### config.mk
export PLATFORM = sky130hd
export DESIGN_NAME = xoodyak_hash_top
export DESIGN_NICKNAME = d
export VERILOG_FILES = /design/src/cyclist_pkg.sv /design/src/xoodoo_pkg.sv /design/src/xoodyak_hash_top.sv /design/src/cyclist_ctrl.sv /design/src/cyclist_state.sv /design/src/xoodoo_permute.sv /design/src/xoodoo_round.sv
export SDC_FILE = /design/constraint.sdc
export NUM_CORES = 2
export LEC_CHECK = 0
export BUFFER_PORTS_ARGS = -buffer_cell sky130_fd_sc_hd__buf_2
export CORE_UTILIZATION = 30
export DETAILED_ROUTE_END_ITERATION = 16
export REMOVE_ABC_BUFFERS = 1
export SYNTH_ARGS = -nofsm -noshare
export SYNTH_HDL_FRONTEND = slang
export SYNTH_HIERARCHICAL = 1
export SYNTH_SLANG_ARGS = --single-unit
export TNS_END_PERCENT = 20
### constraint.sdc
create_clock -name eph1 -period 5.8 [get_ports eph1]
set_input_delay 0 -clock eph1 [delete_from_list [all_inputs] [get_ports eph1]]
set_output_delay 0 -clock eph1 [all_outputs]
set_load 0.02 [all_outputs]
### src/cyclist_pkg.sv
// ----------------------------------------------------------
// Cyclist hash-mode command and control types
// Used by the command FSM, the state register and the top
// ----------------------------------------------------------

`default_nettype none

package cyclist_pkg;

        // Hash rate in bytes
        localparam int BLOCK_BYTES = 16;

        typedef logic [BLOCK_BYTES*8-1:0] block_t;
        typedef logic [BLOCK_BYTES*8-1:0] digest_t;

        // Hash-mode commands only
        typedef enum logic [1:0] {
                OP_INIT    = 2'd0,
                OP_ABSORB  = 2'd1,
                OP_SQUEEZE = 2'd2
        } op_e;

        // Command as presented on start
        typedef struct packed {
                op_e    op;
                block_t block;
        } cmd_t;

        // One Down step request
        typedef struct packed {
                logic       en;
                // Empty means no block, pad goes at byte 0
                logic       empty;
                block_t     block;
                logic [7:0] cd;
        } down_req_t;

        // Control bundle from the FSM to the state register
        typedef struct packed {
                down_req_t down;
                logic      clear_state;
                logic      load_perm;
                logic      capture_digest;
        } state_ctl_t;

        // Cd of the first absorb after init
        localparam logic [7:0] CD_FIRST_ABSORB = 8'h01;

        // Byte placed right after the absorbed data
        localparam logic [7:0] PAD_BYTE = 8'h01;

endpackage : cyclist_pkg

`default_nettype wire

### src/xoodoo_pkg.sv
// ----------------------------------------------------------
// Xoodoo permutation types and constants
// Shared by the round logic, the iterative engine and the
// Cyclist state register
// ----------------------------------------------------------

`default_nettype none

package xoodoo_pkg;

        // ----------------------------------------------------------
        // Geometry
        // ----------------------------------------------------------

        // Full permutation width in bits
        localparam int STATE_W = 384;

        // One lane runs along z
        localparam int LANE_W = 32;

        // Rounds in one full permutation
        localparam int NUM_ROUNDS = 12;

        // Bit index inside the state is z + 32*(x + 4*y)
        typedef logic [LANE_W-1:0] lane_t;

        // Four lanes side by side, indexed by x
        typedef lane_t [3:0] plane_t;

        // Three planes, indexed plane, lane, z
        typedef plane_t [2:0] state_t;

        // ----------------------------------------------------------
        // Round constants
        // ----------------------------------------------------------

        typedef logic [11:0] rc_t;

        // Round order, LSB lands on z = 0 of plane 0 lane 0
        localparam rc_t ROUND_CONSTANTS [NUM_ROUNDS] = '{
                12'h058, 12'h038, 12'h3C0, 12'h0D0,
                12'h120, 12'h014, 12'h060, 12'h02C,
                12'h380, 12'h0F0, 12'h1A0, 12'h012
        };

endpackage : xoodoo_pkg

`default_nettype wire
### src/xoodyak_hash_top.sv
// ----------------------------------------------------------
// Xoodyak hash engine top level
// Pulse start with cmd while busy is low, wait for done,
// read digest after a squeeze
// ----------------------------------------------------------

`timescale 1ns/1ps
`default_nettype none

module xoodyak_hash_top #(
        parameter int ROUNDS_PER_CYCLE = 3
) (
        input  logic                 eph1,
        input  logic                 rst,
        input  logic                 start,
        input  cyclist_pkg::cmd_t    cmd,
        output logic                 busy,
        output logic                 done,
        output cyclist_pkg::digest_t digest
);
        import xoodoo_pkg::*;
        import cyclist_pkg::*;

        // Control to datapath
        state_ctl_t state_ctl;
        logic       perm_start;
        logic       perm_done;

        // Permutation input and result
        state_t     state;
        state_t     perm_out;

        cyclist_ctrl u_ctrl (
                .eph1       (eph1),
                .rst        (rst),
                .start      (start),
                .cmd        (cmd),
                .perm_done  (perm_done),
                .state_ctl  (state_ctl),
                .perm_start (perm_start),
                .busy       (busy),
                .done       (done)
        );

        cyclist_state u_state (
                .eph1      (eph1),
                .rst       (rst),
                .state_ctl (state_ctl),
                .perm_out  (perm_out),
                .state     (state),
                .digest    (digest)
        );

        xoodoo_permute #(
                .ROUNDS_PER_CYCLE (ROUNDS_PER_CYCLE)
        ) u_permute (
                .eph1       (eph1),
                .rst        (rst),
                .perm_start (perm_start),
                .state_in   (state),
                .perm_out   (perm_out),
                .perm_done  (perm_done)
        );

endmodule : xoodyak_hash_top

`default_nettype wire

### src/cyclist_ctrl.sv
// ----------------------------------------------------------
// Hash-mode command FSM
// Accepts one command per start while idle, sequences the
// permutation and Down steps, pulses done at the end
// ----------------------------------------------------------

`timescale 1ns/1ps
`default_nettype none

module cyclist_ctrl (
        input  logic                    eph1,
        input  logic                    rst,
        input  logic                    start,
        input  cyclist_pkg::cmd_t       cmd,
        input  logic                    perm_done,
        output cyclist_pkg::state_ctl_t state_ctl,
        output logic                    perm_start,
        output logic                    busy,
        output logic                    done
);
        import cyclist_pkg::*;

        typedef enum logic [2:0] {
                IDLE,
                PRE_PERM,
                DOWN,
                PERM,
                FINISH
        } fsm_e;

        fsm_e fsm;
        fsm_e fsm_next;

        // Latched command
        cmd_t cmd_q;

        // Phase is down after an absorb
        logic phase_down;
        // Next absorb is the first since init
        logic first;

        logic accept;

        assign accept     = start && (fsm == IDLE);
        assign busy       = (fsm != IDLE);
        assign perm_start = (fsm == PRE_PERM);

        // ----------------------------------------------------------
        // Next state
        // ----------------------------------------------------------
        always_comb begin
                fsm_next = fsm;
                case (fsm)
                        IDLE: begin
                                if (accept) begin
                                        case (cmd.op)
                                                // Absorb after absorb permutes first
                                                OP_ABSORB:  fsm_next = phase_down ? PRE_PERM : DOWN;
                                                OP_SQUEEZE: fsm_next = PRE_PERM;
                                                default:    fsm_next = FINISH;
                                        endcase
                                end
                        end
                        PRE_PERM: fsm_next = PERM;
                        PERM: begin
                                if (perm_done) begin
                                        fsm_next = (cmd_q.op == OP_ABSORB) ? DOWN : FINISH;
                                end
                        end
                        DOWN:     fsm_next = IDLE;
                        FINISH:   fsm_next = IDLE;
                        default:  fsm_next = IDLE;
                endcase
        end

        // ----------------------------------------------------------
        // Datapath strobes
        // ----------------------------------------------------------
        always_comb begin
                state_ctl                = '0;
                state_ctl.clear_state    = (fsm == FINISH) && (cmd_q.op == OP_INIT);
                state_ctl.capture_digest = (fsm == FINISH) && (cmd_q.op == OP_SQUEEZE);
                state_ctl.load_perm      = (fsm == PERM) && perm_done;

                // Empty Down ahead of a squeeze from the up phase
                if ((fsm == PRE_PERM) && (cmd_q.op == OP_SQUEEZE) && !phase_down) begin
                        state_ctl.down.en    = 1'b1;
                        state_ctl.down.empty = 1'b1;
                end

                // Absorb injection with Cd on the first block only
                if (fsm == DOWN) begin
                        state_ctl.down.en    = 1'b1;
                        state_ctl.down.block = cmd_q.block;
                        state_ctl.down.cd    = first ? CD_FIRST_ABSORB : 8'h00;
                end
        end

        always_ff @(posedge eph1) begin
                if (accept) begin
                        cmd_q <= cmd;
                end
        end

        always_ff @(posedge eph1) begin
                if (rst) begin
                        fsm        <= IDLE;
                        done       <= 1'b0;
                        phase_down <= 1'b0;
                        first      <= 1'b1;
                end else begin
                        fsm  <= fsm_next;
                        // Last work cycle of every command
                        done <= (fsm == DOWN) || (fsm == FINISH);
                        if (fsm == DOWN) begin
                                phase_down <= 1'b1;
                                first      <= 1'b0;
                        end
                        if ((fsm == FINISH) && (cmd_q.op == OP_INIT)) begin
                                phase_down <= 1'b0;
                                first      <= 1'b1;
                        end
                        if ((fsm == FINISH) && (cmd_q.op == OP_SQUEEZE)) begin
                                phase_down <= 1'b0;
                        end
                end
        end

endmodule : cyclist_ctrl

`default_nettype wire

### src/cyclist_state.sv
// ----------------------------------------------------------
// Cyclist state register and digest holder
// Driven by the command FSM through the state_ctl bundle
// ----------------------------------------------------------

`timescale 1ns/1ps
`default_nettype none

module cyclist_state (
        input  logic                    eph1,
        input  logic                    rst,
        input  cyclist_pkg::state_ctl_t state_ctl,
        input  xoodoo_pkg::state_t      perm_out,
        output xoodoo_pkg::state_t      state,
        output cyclist_pkg::digest_t    digest
);
        import xoodoo_pkg::*;
        import cyclist_pkg::*;

        // Stored state, flat bytes
        logic [STATE_W-1:0] state_r;

        // XOR mask of the pending Down step
        logic [STATE_W-1:0] inj;

        // Flat view of the permutation result
        logic [STATE_W-1:0] perm_bits;

        assign perm_bits = perm_out;

        always_comb begin
                inj = '0;
                if (state_ctl.down.en) begin
                        if (state_ctl.down.empty) begin
                                // Pad only, at byte 0
                                inj[7:0] = PAD_BYTE;
                        end else begin
                                inj[BLOCK_BYTES*8-1:0]   = state_ctl.down.block;
                                inj[BLOCK_BYTES*8 +: 8] = PAD_BYTE;
                        end
                        // Cd goes in the last byte
                        inj[STATE_W-8 +: 8] = inj[STATE_W-8 +: 8] ^ state_ctl.down.cd;
                end
        end

        // Permute sees the Down folded in on the same cycle
        assign state = state_r ^ inj;

        // ----------------------------------------------------------
        // State update
        // ----------------------------------------------------------
        always_ff @(posedge eph1) begin
                if (rst) begin
                        state_r <= '0;
                end else if (state_ctl.clear_state) begin
                        state_r <= '0;
                end else if (state_ctl.load_perm) begin
                        state_r <= perm_bits;
                end else if (state_ctl.down.en) begin
                        state_r <= state;
                end
        end

        // Digest holds until the next squeeze
        always_ff @(posedge eph1) begin
                if (rst) begin
                        digest <= '0;
                end else if (state_ctl.capture_digest) begin
                        digest <= perm_bits[BLOCK_BYTES*8-1:0];
                end
        end

endmodule : cyclist_state

`default_nettype wire

### src/xoodoo_permute.sv
// ----------------------------------------------------------
// Iterative Xoodoo permutation, several rounds per clock
// Pulse perm_start with state_in valid, result follows on
// perm_done exactly NUM_ROUNDS/ROUNDS_PER_CYCLE cycles later
// ----------------------------------------------------------

`timescale 1ns/1ps
`default_nettype none

module xoodoo_permute #(
        parameter int ROUNDS_PER_CYCLE = 3
) (
        input  logic               eph1,
        input  logic               rst,
        input  logic               perm_start,
        input  xoodoo_pkg::state_t state_in,
        output xoodoo_pkg::state_t perm_out,
        output logic               perm_done
);
        import xoodoo_pkg::*;

        // Number of clocked groups
        localparam int NUM_GROUPS = NUM_ROUNDS / ROUNDS_PER_CYCLE;
        localparam int GRP_W      = (NUM_GROUPS > 1) ? $clog2(NUM_GROUPS) : 1;

        // Working state, payload only
        state_t work;

        // Group index and run flag
        logic [GRP_W-1:0] grp;
        logic [GRP_W-1:0] grp_sel;
        logic             active;

        // Round chain
        state_t stage [ROUNDS_PER_CYCLE+1];
        rc_t    rc    [ROUNDS_PER_CYCLE];

        // First group works straight from state_in
        assign stage[0] = perm_start ? state_in : work;
        assign grp_sel  = perm_start ? '0 : grp;

        for (genvar k = 0; k < ROUNDS_PER_CYCLE; k++) begin : g_round
                assign rc[k] = ROUND_CONSTANTS[int'(grp_sel) * ROUNDS_PER_CYCLE + k];

                xoodoo_round u_round (
                        .rc        (rc[k]),
                        .state_in  (stage[k]),
                        .state_out (stage[k+1])
                );
        end

        always_ff @(posedge eph1) begin
                if (perm_start || active) begin
                        work <= stage[ROUNDS_PER_CYCLE];
                end
        end

        // ----------------------------------------------------------
        // Group sequencing
        // ----------------------------------------------------------
        always_ff @(posedge eph1) begin
                if (rst) begin
                        grp       <= '0;
                        active    <= 1'b0;
                        perm_done <= 1'b0;
                end else if (perm_start) begin
                        grp       <= GRP_W'(1);
                        active    <= (NUM_GROUPS > 1);
                        perm_done <= (NUM_GROUPS == 1);
                end else if (active) begin
                        grp <= grp + 1'b1;
                        // Last group computed this cycle
                        if (grp == GRP_W'(NUM_GROUPS - 1)) begin
                                active    <= 1'b0;
                                perm_done <= 1'b1;
                        end
                end else begin
                        perm_done <= 1'b0;
                end
        end

        assign perm_out = work;

endmodule : xoodoo_permute

`default_nettype wire

### src/xoodoo_round.sv
// ----------------------------------------------------------
// One combinational Xoodoo round
// Chained by the permutation engine, one copy per round
// ----------------------------------------------------------

`timescale 1ns/1ps
`default_nettype none

module xoodoo_round (
        input  xoodoo_pkg::rc_t    rc,
        input  xoodoo_pkg::state_t state_in,
        output xoodoo_pkg::state_t state_out
);
        import xoodoo_pkg::*;

        // Barrel rotate toward higher z
        function automatic lane_t rotl(input lane_t a, input int n);
                return (a << n) | (a >> (LANE_W - n));
        endfunction

        // Column parity and its effect
        plane_t p;
        plane_t e;

        // Step outputs
        state_t theta;
        state_t rho_w;
        state_t chi;
        state_t rho_e;

        always_comb begin
                // Theta
                p = state_in[0] ^ state_in[1] ^ state_in[2];
                for (int x = 0; x < 4; x++) begin
                        // P shifted by (1,5) and (1,14)
                        e[x] = rotl(p[(x + 3) % 4], 5) ^ rotl(p[(x + 3) % 4], 14);
                end
                for (int y = 0; y < 3; y++) begin
                        theta[y] = state_in[y] ^ e;
                end

                // Rho-west, plane 1 moves one lane and plane 2 rotates by 11
                rho_w[0] = theta[0];
                for (int x = 0; x < 4; x++) begin
                        rho_w[1][x] = theta[1][(x + 3) % 4];
                        rho_w[2][x] = rotl(theta[2][x], 11);
                end

                // Iota on lane (0,0), constant LSB first at z = 0
                rho_w[0][0] = theta[0][0] ^ lane_t'(rc);

                // Chi
                chi[0] = rho_w[0] ^ (~rho_w[1] & rho_w[2]);
                chi[1] = rho_w[1] ^ (~rho_w[2] & rho_w[0]);
                chi[2] = rho_w[2] ^ (~rho_w[0] & rho_w[1]);

                // Rho-east
                rho_e[0] = chi[0];
                for (int x = 0; x < 4; x++) begin
                        rho_e[1][x] = rotl(chi[1][x], 1);
                        // Two lanes over plus z rotation of 8
                        rho_e[2][x] = rotl(chi[2][(x + 2) % 4], 8);
                end
        end

        assign state_out = rho_e;

endmodule : xoodoo_round

`default_nettype wire

==> out/results.ini <==
[yosys]
synth.avg_cell_area_um2 = 13.96
syn_area_um2 = 103400
synthSimpleGateAreaFrac_pct = 14.63
synth-compound-area-share_pct = 2.117
ys_seq_elements = 1036
ys_warn_count = 6
yosysSeqAreaShare_pct = 25.02
synthTopCellsByArea = xnor3_2, xnor3_1, edfxtp_1, xnor2_1, dfxtp_1
synth_fa_ha_area_share_pct = 0.03629
synth_top_family_by_area = XOR/XNOR gates
syn_inst = 7412
synthXorXnorAreaFrac_pct = 45.99
yosysTopAreaCell = xnor3_2
synth_cell_types = 51
synth_top_area_share_pct = 17.65
muxShareOfSynthArea_pct = 8.544

[clocking]
cts_root_buffer = clkbuf_16
cts_buffers = 150
cts.htree.levels = 4
cts_buffer_depth = 4
cts.clk_slew.worst_paths_ns = 0.06
cts_tree = built
numClockSinks = 1036
insertion_delay_ns = 0.93

[global_route]
antenna_found_initial = 85
grt_pass1_wl_um = 918400
grt_max_degree = 109
grt_usage_pct = 42.80
grt_overflow = 0
grt_pass1_vias = 76349

[sta]
worstMarginPinSlew_ns = 1.326
relSlewSlack_pct = 11.58
finalCriticalPeriod_ns = 7.830
rsz0062_at_grt = true
setup_tns_ns = -690.17
fin_crit_sh_pct = 135.0
setup_viol = 384
postLayoutSetupSlackWorst_ns = -2.030
finalClockSkew_ns = 0.09719
drv_slew = 0
max_freq_mhz = 127.7
hold_viol = 0

[detailed_routing]
route.vias.total = 80923
drc = 0
avgRoutedWirePerCell_um = 47.19
routed_wirelength_um = 759600
ant_nets = 0
viasPerCell = 5.028
drt_first_iter_violations = 10268
dr.pass1.iters = 6

[worst_setup_path]
reg2reg_depth = 30
arrival_ns = 8.45
path_class = flip-flop to flip-flop
reg2reg_to = u_permute/perm_out[230]
startpoint = u_ctrl/cmd_q[128]
required_ns = 6.42
critPathSlowestCell = xnor3_2
r2r_setup_slack_ns = -2.03
cp-endpoint = u_permute/perm_out[230]
regToRegStartpoint = u_ctrl/cmd_q[128]
end_kind = flip-flop
crit_fanout = 11
cpPeakStageDelay_ns = 0.46
crit_path_start_kind = flip-flop

[finish]
final_core_util_pct = 45.28
area_growth_pct = 50.12
drive_gt1_share_pct = 59.20
nNetsFinal = 11500
final_cell_mix = buf_4, xnor2_1, xnor3_2, buf_12, nor2b_4
layout_commonest_cell = buf_4
fillers = 31218

[floorplanning]
rows = 215
dieArea_um2 = 347200
coreArea_um2 = 343000
die_h_um = 589.2
die_x_um = 589.2
io_pins = 263
start_util_pct = 30.16

[status]
outcome = finished, violations left
violations = setup timing

[hold_path]
hp-class = primary input to flip-flop

[flow_run]
drv_cap = 0

[place]
portBuffers = 262
gp_congestion = 1.071
dp_hpwl_um = 665700

==> state kept, by name, summed over array words and instances, names as in the netlist, 2 cells and up <==
register            count
u_ctrl/fsm              3
u_state/digest        128
u_permute/grp           2
u_ctrl/cmd_q          130
u_state/state_r       384
u_permute/perm_out    384
==> area by class of cell <==
class | instances | area (um2) | share of cell area, %
diodes | 56 | 140.1 | 0.09024
clock buffers | 212 | 4320 | 2.782
clock inverters | 59 | 651.9 | 0.4198
inverters | 144 | 540.5 | 0.3481
multi-input cells | 5770 | 77530 | 49.93
flip-flops and latches | 1036 | 25890 | 16.67
well taps | 4557 | 5702 | 3.672
repair buffers | 4262 | 40520 | 26.09
==> worst max-delay path, delay by kind of cell, from the launching register on <==
| family | cells | cell delay [ns] |
|---|---|---|
| mux | 1 | 0.35 |
| simple gates | 6 | 0.99 |
| compound gates | 1 | 0.21 |
| xor+xnor | 10 | 3.32 |
| buf+inv | 12 | 2.08 |
| flops | 1 | 0.43 |
==> timing repair <==
action                     CTS  global route
setup buffers              135            63
hold endpoints to repair   257             0
pin swaps                  184           129
gates resized for setup    526           195
gates cloned                 7             1
hold buffers               262             0
setup endpoints to repair  384           384
==> metrics by stage <==
stage	hold slack, ns	cell area, um2	setup slack, ns	instances
3_3_place_gp	0.1760	142000	-3.476	15304
5_1_grt	0.1489	155200	-1.935	16065
6_report	0.1262	155300	-2.030	16096
3_5_place_dp	0.1781	142000	-3.278	15304
2_1_floorplan	0.06907	100300	-23.64	6950
4_1_cts	0.07212	153700	-1.869	15978
==> routing by layer <==
layer	wire [um]	vias to the layer above	GRT usage, %
li1	-	33250	-
met1	321100	42713	57.86
met2	315700	4091	62.67
met3	69940	843	10.44
met4	52680	26	23.31
met5	207	-	0
==> cell usage after synthesis, drive strengths merged <==
| cell type | instances |
|---|---|
| and2 | 2 |
| mux2 | 384 |
| a21oi | 142 |
| or3 | 1 |
| clkbuf | 54 |
| nand4 | 1 |
| a211o | 2 |
| xnor2 | 1291 |
| and2b | 63 |
| and4 | 1 |
| inv | 144 |
| a211oi | 1 |
| a32oi | 1 |
| nor3 | 3 |
| or4 | 1 |
| conb | 3 |
| buf | 432 |
| or2 | 2 |
| mux2i | 376 |
| nand2b | 41 |
| o211ai | 1 |
| nand3b | 127 |
| nor2 | 419 |
| ha | 3 |
| nor2b | 986 |
| xor2 | 36 |
| o21ai | 6 |
| nand2 | 47 |
| edfxtp | 514 |
| dfxtp | 522 |
| and3 | 131 |
| nor4b | 2 |
| xnor3 | 1536 |
| o21a | 137 |
==> logic make-up (layout without fill, tap and decap cells) <==
logic type | count (synthesis) | count (layout)
xor+xnor | 2863 | 2863
simple gates | 1827 | 1827
flops | 1036 | 1036
mux | 760 | 760
buf+inv | 630 | 4677
compound gates | 290 | 290
fa+ha+maj | 3 | 3
other cells | 3 | 83
==> worst min path at each step <==
stage | end | cells past startpoint | slack, ns | start
after floorplan | u_permute/active | 1 | 0.07 | rst
after global placement | u_ctrl/cmd_q[16] | 1 | 0.18 | cmd[16]
after detailed placement | u_ctrl/cmd_q[57] | 1 | 0.18 | cmd[57]
after CTS | u_ctrl/fsm[2] | 5 | 0.07 | start
after global routing | u_ctrl/fsm[2] | 5 | 0.15 | start
final | u_ctrl/fsm[2] | 5 | 0.13 | start
Power is not shown: default switching activity piles up to over one toggle a cycle in this logic, so the estimate is an artifact.
